**config.mk**
```make
export PLATFORM = sky130hd
export DESIGN_NAME = sdmacTop
export DESIGN_NICKNAME = d
export VERILOG_FILES = /design/src/hdl/dmacPkg.sv /design/src/hdl/dmacRegisters.sv /design/src/hdl/periphPort.sv /design/src/hdl/wordFifo.sv /design/src/hdl/busMaster.sv /design/src/hdl/sdmacTop.sv
export SDC_FILE = /design/constraint.sdc
export NUM_CORES = 1
export LEC_CHECK = 0
export BUFFER_PORTS_ARGS = -buffer_cell sky130_fd_sc_hd__clkbuf_2
export CAP_MARGIN = 20
export CORE_MARGIN = 2
export CORE_UTILIZATION = 50
export DETAILED_ROUTE_END_ITERATION = 6
export PLACE_DENSITY = 0.72
export SYNTH_ARGS = -nofsm -noshare
export SYNTH_HDL_FRONTEND = slang
export SYNTH_SLANG_ARGS = --single-unit
```
**constraint.sdc**
```tcl
create_clock -name nSCLK -period 3.7 [get_ports nSCLK]
set_clock_uncertainty 0.15 [all_clocks]
set_input_delay 0.925 -clock nSCLK [delete_from_list [all_inputs] [get_ports nSCLK]]
set_output_delay 0.925 -clock nSCLK [all_outputs]
set_load 0.03 [all_outputs]
```
**src/hdl/dmacPkg.sv**
```systemverilog
// Shared types for the SCSI read DMA. Only the peripheral-to-memory direction exists and words are big-endian
package dmacPkg;

    typedef logic [7:0]  byte_t;     // Peripheral data byte
    typedef logic [31:0] word_t;     // Memory data word
    typedef logic [31:0] addr_t;     // Byte address, writes are word aligned
    typedef logic [15:0] count_t;    // Transfer length in bytes
    typedef logic [1:0]  regAddr_t;  // CPU register select

    // Register map
    localparam regAddr_t regAddrSel  = 2'd0;  // Start address
    localparam regAddr_t regCountSel = 2'd1;  // Byte count
    localparam regAddr_t regCtrlSel  = 2'd2;  // Bit 0 start, bit 1 interrupt enable
    localparam regAddr_t regStatSel  = 2'd3;  // Bit 0 done, bit 1 busy

    // One CPU register access
    typedef struct packed {
        logic     we;
        regAddr_t addr;
        word_t    wdata;
    } cpuReq_t;

    // One memory word write
    typedef struct packed {
        addr_t addr;
        word_t data;
    } memReq_t;

    // Peripheral side FSM
    typedef enum logic [1:0] {
        PIdle,
        PWait,   // Bytes remain, waiting for dreq
        PAck,    // dack high until dreq drops
        PFlush   // Last byte taken
    } periphState_t;

    // Bus side FSM
    typedef enum logic [1:0] {
        BIdle,
        BReq,      // memReq high, waiting for memAck
        BRelease,  // Waiting for memAck to drop
        BNext      // Pop and address step
    } busState_t;

endpackage

```
**src/hdl/dmacRegisters.sv**
```systemverilog
// Register access completes one cycle after regReq is seen and a status read clears done and int
`timescale 1ns/1ps

module dmacRegisters (
    input  logic             nSCLK,
    input  logic             nAS_,
    input  dmacPkg::cpuReq_t cpuReq_i,
    input  logic             regReq_i,
    output logic             regAck_o,
    output dmacPkg::word_t   regRdata_o,
    input  logic             xferDone_i,
    output logic             startPulse_o,
    output dmacPkg::addr_t   startAddr_o,
    output dmacPkg::count_t  byteCount_o,
    output logic             int_o
);
    import dmacPkg::*;

    logic  accept;     // First cycle of a new request
    logic  startArm;   // Start bit written, pulse follows
    logic  intEnable;
    logic  doneBit;
    logic  busyBit;
    word_t readMux;

    assign accept = regReq_i && !regAck_o;
    assign int_o  = doneBit && intEnable;

    always_comb begin
        case (cpuReq_i.addr)
            regAddrSel:  readMux = startAddr_o;
            regCountSel: readMux = {16'b0, byteCount_o};
            regCtrlSel:  readMux = {30'b0, intEnable, 1'b0};
            default:     readMux = {30'b0, busyBit, doneBit};
        endcase
    end

    always_ff @(posedge nSCLK or negedge nAS_) begin
        if (!nAS_) begin
            regAck_o     <= 1'b0;
            startArm     <= 1'b0;
            startPulse_o <= 1'b0;
            startAddr_o  <= '0;
            byteCount_o  <= '0;
            intEnable    <= 1'b0;
            doneBit      <= 1'b0;
            busyBit      <= 1'b0;
        end else begin
            regAck_o     <= regReq_i;  // Ack follows req by one cycle both ways
            startArm     <= 1'b0;
            startPulse_o <= startArm;
            if (accept && cpuReq_i.we) begin
                case (cpuReq_i.addr)
                    regAddrSel:  startAddr_o <= cpuReq_i.wdata;
                    regCountSel: byteCount_o <= cpuReq_i.wdata[15:0];
                    regCtrlSel: begin
                        intEnable <= cpuReq_i.wdata[1];
                        startArm  <= cpuReq_i.wdata[0];
                    end
                    default: ;  // Status is read only
                endcase
            end
            if (accept && !cpuReq_i.we && cpuReq_i.addr == regStatSel)
                doneBit <= 1'b0;
            if (startArm) begin
                busyBit <= 1'b1;
                doneBit <= 1'b0;
            end
            // End of transfer wins over a read clear in the same cycle
            if (xferDone_i) begin
                busyBit <= 1'b0;
                doneBit <= 1'b1;
            end
        end
    end

    always_ff @(posedge nSCLK) begin
        if (accept)
            regRdata_o <= readMux;  // Sampled before a read clear lands
    end

    // Requester withdraws only once the ack is up
    reqHeldForAck: assert property (@(posedge nSCLK) disable iff (!nAS_)
        $fell(regReq_i) |-> regAck_o);

endmodule

```
**src/hdl/periphPort.sv**
```systemverilog
// Peripheral handshake is four-phase dreq/dack and dack waits while the FIFO reports full
`timescale 1ns/1ps

module periphPort (
    input  logic            nSCLK,
    input  logic            nAS_,
    input  logic            startPulse_i,
    input  dmacPkg::count_t byteCount_i,
    input  logic            dreq_i,
    output logic            dack_o,
    input  dmacPkg::byte_t  pData_i,
    input  logic            fifoFull_i,
    input  logic            partialPending_i,
    output logic            pushByte_o,
    output dmacPkg::byte_t  pushData_o,
    output logic            flushReq_o,
    output logic            periphDone_o
);
    import dmacPkg::*;

    periphState_t state;
    count_t       remaining;
    logic         takeByte;

    assign takeByte = (state == PWait) && dreq_i && !fifoFull_i;

    always_ff @(posedge nSCLK or negedge nAS_) begin
        if (!nAS_) begin
            state        <= PIdle;
            remaining    <= '0;
            dack_o       <= 1'b0;
            pushByte_o   <= 1'b0;
            flushReq_o   <= 1'b0;
            periphDone_o <= 1'b0;
        end else begin
            pushByte_o <= 1'b0;
            flushReq_o <= 1'b0;
            if (startPulse_i) begin
                remaining    <= byteCount_i;
                dack_o       <= 1'b0;
                periphDone_o <= (byteCount_i == '0);  // Empty transfer is done at once
                state        <= (byteCount_i == '0) ? PIdle : PWait;
            end else begin
                case (state)
                    PWait: if (takeByte) begin
                        dack_o     <= 1'b1;
                        pushByte_o <= 1'b1;
                        remaining  <= remaining - count_t'(1);
                        state      <= PAck;
                    end
                    PAck: if (!dreq_i) begin
                        dack_o <= 1'b0;
                        state  <= (remaining == '0) ? PFlush : PWait;
                    end
                    PFlush: begin
                        flushReq_o   <= partialPending_i;  // Only a partial word needs it
                        periphDone_o <= 1'b1;
                        state        <= PIdle;
                    end
                    default: ;  // Idle or done, dreq ignored
                endcase
            end
        end
    end

    always_ff @(posedge nSCLK) begin
        if (takeByte)
            pushData_o <= pData_i;
    end

    // Device keeps dreq up until it sees dack
    dreqHeldForDack: assert property (@(posedge nSCLK) disable iff (!nAS_)
        $fell(dreq_i) |-> dack_o);

endmodule

```
**src/hdl/wordFifo.sv**
```systemverilog
// Byte packer and word FIFO. fifoDepth must be a power of two and at least 2
`timescale 1ns/1ps

module wordFifo #(
    parameter int fifoDepth = 4
) (
    input  logic           nSCLK,
    input  logic           nAS_,
    input  logic           startPulse_i,
    input  logic           pushByte_i,
    input  dmacPkg::byte_t pushData_i,
    input  logic           flushReq_i,
    input  logic           popWord_i,
    output dmacPkg::word_t headWord_o,
    output logic           fifoFull_o,
    output logic           fifoEmpty_o,
    output logic           partialPending_o
);
    import dmacPkg::*;

    localparam int ptrW = $clog2(fifoDepth);
    localparam logic [ptrW:0] depthCount = (ptrW + 1)'(fifoDepth);

    word_t           mem [fifoDepth];
    word_t           packReg;     // Word being assembled
    logic [1:0]      offset;      // Next byte lane, 0 is bits 31 to 24
    logic            commitPend;  // packReg enters the FIFO at the next edge
    logic [ptrW-1:0] wrPtr;
    logic [ptrW-1:0] rdPtr;
    logic [ptrW:0]   count;

    assign headWord_o       = mem[rdPtr];
    assign fifoEmpty_o      = (count == '0);
    assign partialPending_o = (offset != 2'd0) || commitPend;
    // A pending commit already owns a slot
    assign fifoFull_o = (count == depthCount) || (commitPend && count == depthCount - 1'b1);

    always_ff @(posedge nSCLK) begin
        if (pushByte_i) begin
            if (offset == 2'd0)
                packReg <= {pushData_i, 24'b0};  // Fresh word, low lanes zero padded
            else
                packReg[{~offset, 3'b000} +: 8] <= pushData_i;
        end
        if (commitPend)
            mem[wrPtr] <= packReg;
    end

    always_ff @(posedge nSCLK or negedge nAS_) begin
        if (!nAS_) begin
            offset     <= 2'd0;
            commitPend <= 1'b0;
            wrPtr      <= '0;
            rdPtr      <= '0;
            count      <= '0;
        end else if (startPulse_i) begin
            offset     <= 2'd0;
            commitPend <= 1'b0;
            wrPtr      <= '0;
            rdPtr      <= '0;
            count      <= '0;
        end else begin
            commitPend <= (pushByte_i && offset == 2'd3) || (flushReq_i && offset != 2'd0);
            if (pushByte_i)
                offset <= offset + 2'd1;
            else if (flushReq_i)
                offset <= 2'd0;
            if (commitPend)
                wrPtr <= wrPtr + 1'b1;
            if (popWord_i)
                rdPtr <= rdPtr + 1'b1;
            case ({commitPend, popWord_i})
                2'b10:   count <= count + 1'b1;
                2'b01:   count <= count - 1'b1;
                default: ;  // Both or neither
            endcase
        end
    end

    noOverUnderRun: assert property (@(posedge nSCLK) disable iff (!nAS_)
        !(commitPend && count == depthCount) && !(popWord_i && fifoEmpty_o));

endmodule

```
**src/hdl/busMaster.sv**
```systemverilog
// One four-phase word write per FIFO word and the start address is forced to word alignment
`timescale 1ns/1ps

module busMaster (
    input  logic             nSCLK,
    input  logic             nAS_,
    input  logic             startPulse_i,
    input  dmacPkg::addr_t   startAddr_i,
    input  logic             fifoEmpty_i,
    input  dmacPkg::word_t   headWord_i,
    input  logic             periphDone_i,
    input  logic             partialPending_i,
    output logic             memReq_o,
    input  logic             memAck_i,
    output dmacPkg::memReq_t mem_o,
    output logic             popWord_o,
    output logic             xferDone_o
);
    import dmacPkg::*;

    busState_t state;
    addr_t     addrReg;
    logic      active;  // Started and not yet reported done
    logic      launch;

    assign launch    = (state == BIdle) && !fifoEmpty_i;
    assign popWord_o = (state == BNext);

    always_ff @(posedge nSCLK or negedge nAS_) begin
        if (!nAS_) begin
            state      <= BIdle;
            addrReg    <= '0;
            active     <= 1'b0;
            memReq_o   <= 1'b0;
            xferDone_o <= 1'b0;
        end else begin
            xferDone_o <= 1'b0;
            case (state)
                BIdle: begin
                    if (launch) begin
                        memReq_o <= 1'b1;
                        state    <= BReq;
                    end else if (active && periphDone_i && !partialPending_i) begin
                        xferDone_o <= 1'b1;  // Nothing left anywhere in the path
                        active     <= 1'b0;
                    end
                end
                BReq: if (memAck_i) begin
                    memReq_o <= 1'b0;
                    state    <= BRelease;
                end
                BRelease: if (!memAck_i) begin
                    addrReg <= addrReg + addr_t'(4);
                    state   <= BNext;
                end
                default: state <= BIdle;  // BNext, pop happens this cycle
            endcase
            // Start overrides any address step
            if (startPulse_i) begin
                addrReg <= {startAddr_i[31:2], 2'b00};
                active  <= 1'b1;
            end
        end
    end

    always_ff @(posedge nSCLK) begin
        if (launch) begin
            mem_o.addr <= addrReg;
            mem_o.data <= headWord_i;
        end
    end

    memStableInReq: assert property (@(posedge nSCLK) disable iff (!nAS_)
        memReq_o && $past(memReq_o) |-> $stable(mem_o));

endmodule

```
**src/hdl/sdmacTop.sv**
```systemverilog
// SCSI read DMA top with peripheral to memory only and no bus arbitration or bus sizing
`timescale 1ns/1ps

module sdmacTop #(
    parameter int fifoDepth = 4  // Power of two, at least 2
) (
    input  logic             nSCLK,
    input  logic             nAS_,
    input  dmacPkg::cpuReq_t cpuReq_i,
    input  logic             regReq_i,
    output logic             regAck_o,
    output dmacPkg::word_t   regRdata_o,
    input  logic             dreq_i,
    output logic             dack_o,
    input  dmacPkg::byte_t   pData_i,
    output logic             memReq_o,
    input  logic             memAck_i,
    output dmacPkg::memReq_t mem_o,
    output logic             int_o
);
    import dmacPkg::*;

    logic   startPulse;
    addr_t  startAddr;
    count_t byteCount;
    logic   xferDone;
    logic   pushByte;
    byte_t  pushData;
    logic   flushReq;
    logic   periphDone;
    logic   fifoFull;
    logic   fifoEmpty;
    word_t  headWord;
    logic   partialPending;
    logic   popWord;

    dmacRegisters iRegisters (
        .nSCLK        (nSCLK),
        .nAS_         (nAS_),
        .cpuReq_i     (cpuReq_i),
        .regReq_i     (regReq_i),
        .regAck_o     (regAck_o),
        .regRdata_o   (regRdata_o),
        .xferDone_i   (xferDone),
        .startPulse_o (startPulse),
        .startAddr_o  (startAddr),
        .byteCount_o  (byteCount),
        .int_o        (int_o)
    );

    periphPort iPeriphPort (
        .nSCLK            (nSCLK),
        .nAS_             (nAS_),
        .startPulse_i     (startPulse),
        .byteCount_i      (byteCount),
        .dreq_i           (dreq_i),
        .dack_o           (dack_o),
        .pData_i          (pData_i),
        .fifoFull_i       (fifoFull),
        .partialPending_i (partialPending),
        .pushByte_o       (pushByte),
        .pushData_o       (pushData),
        .flushReq_o       (flushReq),
        .periphDone_o     (periphDone)
    );

    wordFifo #(
        .fifoDepth (fifoDepth)
    ) iWordFifo (
        .nSCLK            (nSCLK),
        .nAS_             (nAS_),
        .startPulse_i     (startPulse),
        .pushByte_i       (pushByte),
        .pushData_i       (pushData),
        .flushReq_i       (flushReq),
        .popWord_i        (popWord),
        .headWord_o       (headWord),
        .fifoFull_o       (fifoFull),
        .fifoEmpty_o      (fifoEmpty),
        .partialPending_o (partialPending)
    );

    busMaster iBusMaster (
        .nSCLK            (nSCLK),
        .nAS_             (nAS_),
        .startPulse_i     (startPulse),
        .startAddr_i      (startAddr),
        .fifoEmpty_i      (fifoEmpty),
        .headWord_i       (headWord),
        .periphDone_i     (periphDone),
        .partialPending_i (partialPending),
        .memReq_o         (memReq_o),
        .memAck_i         (memAck_i),
        .mem_o            (mem_o),
        .popWord_o        (popWord),
        .xferDone_o       (xferDone)
    );

endmodule

```
[Yosys cells after proc, flatten, opt, wreduce, memory -nomap -nowiden]
Memory sizes are Yosys's and may differ from the RTL's. A register that Yosys moved wholly into a read port is not among the register bits.
Cells that the tools add are included.
Storage, ports and cells
  bits in registers: 227
  bits of input ports: 48
  logic and storage cells: 174
  memories kept: 1
  bits in writable memories: 128
Memories
  iWordFifo.mem: depth 4, width 32, read ports 1, clocked after Yosys merged registers in 1, wr ports 1, line wordFifo.sv:24  | word_t mem [fifoDepth];
Cells by class
  eq/ne operators: 21
  bitwise gates (word level): 1
  reduce and logical (&&, ||, !) cells: 53
  muxes and demuxes: 59
  shifts and indexed selects: 2
  add/subtract/negate cells: 8
Operator list (number)
  $mux W32: 4
  $pmux W32 S3: 1
  $mux W16: 3
  $add A32 B3 Y32 const B: 1
  $bwmux W32: 1
  $logic_not A16 Y1: 2
  $shift A8 B7 Y32 const A: 1
  $shiftx A8 B7 Y32: 1
  $mux W1: 30
  $mux W2: 14
  $reduce_bool A2 Y1: 11
  $eq A2 B2 Y1 const B: 8
  $sub A16 B1 Y16 const B: 1
  $reduce_and A3 Y1: 5
  $logic_and A1 B1 Y1: 13
  $pmux W2 S3: 2
  $reduce_bool A3 Y1: 4
  $reduce_and A2 Y1: 5
  $eq A2 B1 Y1 const B: 4
  $neg A5 Y7: 1
  $add A2 B1 Y2 const B: 3
  $logic_not A2 Y1: 3
  $ne A2 B2 Y1 const B: 3
  $pmux W3 S2: 1
  other kinds (14): 22

[Longest topological paths before layout]
  depth after elaboration: 8
  depth in mapped cells: 8
  gate-level depth less buffers: 6

[Modules after synthesis]
A second synthesis with hierarchy kept.
Unflattened totals
  cell total of the unflattened synthesis: 996
  area total of the unflattened synthesis: 15631.2 sq um
By module, submodules not included
  wordFifo: area each 6784.0 sq um, instances 1, cells each 353, sequential area each 5054.8 sq um
  busMaster: area each 3996.3 sq um, instances 1, cells each 298, sequential area each 2737.6 sq um
  dmacRegisters: area each 3365.7 sq um, instances 1, cells each 205, sequential area each 2312.2 sq um
  periphPort: area each 1485.2 sq um, instances 1, cells each 140, sequential area each 790.8 sq um

[Worst setup path after synthesis]
Ideal clock, no wire load.
  kind: input to register
  start: input regReq_i
  end: register iRegisters.startAddr_o[10]
  slack: -464 ps
  stages: 5
  arrival: 3889 ps
  required time: 3425 ps
  cell sequence: nor2b_1 nand2_1 nor3_1 clkbuf_1 mux2_2
On the way
  longest elaborated chain between the ends: 3
RTL lines
  start, declared: line sdmacTop.sv:10  | input logic regReq_i,
  $logic_and A1 B1 Y1: line dmacRegisters.sv:26  | assign accept = regReq_i && !regAck_o;
  $logic_and A1 B1 Y1: line dmacRegisters.sv:52  | if (accept && cpuReq_i.we) begin
  $reduce_and A2 Y1 (no source line)
  end signal, assigned: line dmacRegisters.sv:54  | regAddrSel: startAddr_o <= cpuReq_i.wdata;
  end, declared: line dmacRegisters.sv:13  | output dmacPkg::addr_t startAddr_o,
Every way passes these cells.
A chain may end at the register's enable or synchronous reset.

[Worst setup path after layout]
  start: register iBusMaster.state[0]
  end: register iBusMaster.addrReg[20]
On the way
  longest elaborated chain between the ends: 3
RTL lines
  start, declared: line busMaster.sv:21  | busState_t state;
  start signal, assigned: line busMaster.sv:31  | state <= BIdle;
  start signal, assigned: line busMaster.sv:42  | state <= BReq;
  start signal, assigned: line busMaster.sv:50  | state <= BRelease;
  $eq A2 B2 Y1: line busMaster.sv:38  | case (state)
  $reduce_bool A2 Y1 (no source line)
  $reduce_and A2 Y1 (no source line)
  end signal, assigned: line busMaster.sv:53  | addrReg <= addrReg + addr_t'(4);
  end signal, assigned: line busMaster.sv:60  | addrReg <= {startAddr_i[31:2], 2'b00};
  end, declared: line busMaster.sv:22  | addr_t addrReg;
Every way passes these cells.

==> flow_summary.yaml <==
outcome:
  outcome: "finished, final reports clean"
sta:
  finalSetupViolations: 0
  period_share_pct: 68.4
  relSlewSlack_pct: 34.7
  rsz0062_at_grt: "false"
  maxSlewViolCount: 0
  fmax_mhz: 395
  fin_setup_tns_ps: 0
  min_period_ps: 2530
  holdWs_ps: 257
  hold_violations: 0
  worst_pin_slew_ps: 980
detailed_routing:
  postRouteWirelength_mm: 29.6
  drtPass1Iterations: 4
  via_per_inst: 5.53
  ant_nets: 0
  drt_iter0_markers: 716
  drc_errors: 0
  vias: 8841
  wire_per_inst_um: 18.5
synthesis:
  yosysSeqAreaShare_pct: 70.6
  ys.flop_type: "edfxtp_1"
  synth.avg_cell_area_um2: 15.3
  synth-edff-count: 262
  yosysWarnings: 0
  synth-seq-cells: 383
  synth-compound-area-share_pct: 4.36
  synth_area_um2: 15400
  synth_area_leader_cell: "edfxtp_1"
  synth_fa_ha_area_share_pct: 1.67
  muxShareOfSynthArea_pct: 9.85
  synth_area_leaders: "edfxtp_1 (51%), dfrtp_1 (20%), mux4_2 (4.8%)"
  synthesis.instances: 1010
  synth_top_family_by_area: "simple AND/OR/NAND/NOR gates"
  synth-async-reset-ratio_pct: 31.6
  synth_cell_types: 53
  synth_top_area_share_pct: 51.0
  synth_xor_area_share_pct: 1.13
  synth-simple-area-share_pct: 10.6
final_layout:
  syn_to_final_growth_pct: 16.3
  ff_latch_area_um2: 10900
  fin_nets: 1240
  fin_cells: 1599
  drive_gt1_share_pct: 26.8
  n_antenna_cell: 0
  final_area_um2: 17900
  multi_input_area_um2: 4300
  final_common_cell: "edfxtp_1"
  num-fill-cells: 2355
  final_core_util_pct: 58.8
  layout_common_cells: "edfxtp_1 (262), clkbuf_2 (144), dfrtp_1 (118), nor2_1 (82), mux2_2 (53)"
clock_tree:
  clock_path_buffers: 3
  cts_setup_buffers: 0
  htree_levels: 2
  ctsHoldBuffers: 0
  path_clk_slew_ps: 60
  cts_sinks: 383
  clk-insertion-delay-late_ps: 520
  numCtsBuffers: 40
  cts.repair.resized: 0
  cts_tree: "built"
  clockRootBuffer: "clkbuf_16"
placed_design:
  place_area_um2: 16700
  placed_cells: 1526
  dpl.hpwl_mm: 19.5
  io_buffers: 145
  routabilityCongestion: 0.815
power:
  power.density_nw_per_um2: 753
  leakage_nw: 6.72
  ir_worst_vdd_mv: 0.505
global_routing:
  track_usage_pct: 18.3
  grt_pass1_vias: 8823
  antenna_found_initial: 0
  gr-total-overflow: 0
  grt_max_degree: 66
  grt_pass1_wl_mm: 47.8
worst_hold_path:
  min_path_type: "register to register"
floorplanning:
  die_y_um: 180
  row_count: 64
  start_util_pct: 50.6
  ios: 148
  die_area_um2: 32300
  fp.dieW_um: 180
  core_area_um2: 30500
setup_path:
  required_ps: 3980
  cp.arrival_ps: 2810
  critPathLaunchType: "register"
  path_class: "register to register"
  crit_fanout: 15
  cp-end-kind: "register"
job:
  drv_cap: 0
## critical path, cell delays in order, from the launching register on
cell	delay (ps)
dfrtp_1	390
inv_1	110
ha_1	240
and4b_1	320
nand3_1	410
or4_1	620
a31oi_1	190
## worst paths after layout
path,startpoint,end,slack [ps],cells after the start
max,iBusMaster.state[0]$_DFFE_PN0P_,iBusMaster.addrReg[20]$_DFFE_PN0P_,1170,6
min,iRegisters.startArm$_DFF_PN0_,iRegisters.startPulse_o$_DFF_PN0_,260,0
max reg2reg,iBusMaster.state[0]$_DFFE_PN0P_,iBusMaster.addrReg[20]$_DFFE_PN0P_,1170,6
min reg2reg,iRegisters.startArm$_DFF_PN0_,iRegisters.startPulse_o$_DFF_PN0_,260,0
max in group asynchronous,nAS_,iRegisters.byteCount_o[1]$_DFFE_PN0P_,2300,2
min in group asynchronous,nAS_,iRegisters.startAddr_o[23]$_DFFE_PN0P_,350,1
## cells by family (layout without fill, tap and decap cells)
family	after synthesis	after routing
flops	383	383
simple gates	305	305
xor+xnor	20	20
mux	104	104
compound gates	110	110
buf+inv	67	259
fa+ha+maj	20	20
other cells	1	2
## Yosys cell counts, types with 5 or more instances
cell and count:
xnor2_1 7, o31ai_1 19, nand3_1 16, mux2i_1 18, inv_1 19, nor3_1 12
or4_1 26, a21oi_1 31, dfrtp_1 121, nand2_1 50, o21ai_0 23, nor2b_1 37
nor4_1 8, ha_1 19, edfxtp_1 262, xor2_1 13, and2_1 26, mux4_2 33
o211ai_1 7, clkbuf_1 37, nand4_1 13, mux2_2 53, nor2_1 83, and3_1 5
a31oi_1 22
## layout make-up
class | instances | area share, %
Clock buffer | 58 | 6.41
Clock inverter | 15 | 0.690
Inverter | 20 | 0.418
Multi-Input combinational cell | 561 | 23.9
Sequential cell | 383 | 60.7
Tap cell | 396 | 2.76
Timing Repair Buffer | 166 | 5.07
## sequential cells by signal, indices dropped and copies added (netlist names), 3 cells and up
register,cells
iWordFifo.mem,128
iBusMaster.mem_o,62
iRegisters.regRdata_o,32
iRegisters.startAddr_o,32
iWordFifo.packReg,32
iBusMaster.addrReg,30
iPeriphPort.remaining,16
iRegisters.byteCount_o,16
iPeriphPort.pushData_o,8
iWordFifo.count,3
## metrics by stage
step                      power, mW  setup WS, ps
after floorplan                8.79           213
after global placement         9.69           924
after detailed placement       9.81           859
after CTS                      13.7          1190
after global routing           14.2           972
final                          13.5          1170
## routing by layer
| metal | global-route usage (%) | routed length [um] | vias up |
|---|---|---|---|
| li1 | - | - | 4147 |
| met1 | 25.5 | 13100 | 4430 |
| met2 | 29.6 | 14400 | 201 |
| met3 | 3.00 | 1200 | 63 |
| met4 | 6.31 | 828 | 0 |
| met5 | 0 | 0 | - |
## report_power, final
| part | switching [mW] | leakage [nW] | internal (mW) |
|---|---|---|---|
| sequential | 0.708 | 3.85 | 5.73 |
| combinational | 2.01 | 2.24 | 1.23 |
| clock | 1.54 | 0.625 | 2.29 |
Power figures use the tool's default switching activity.
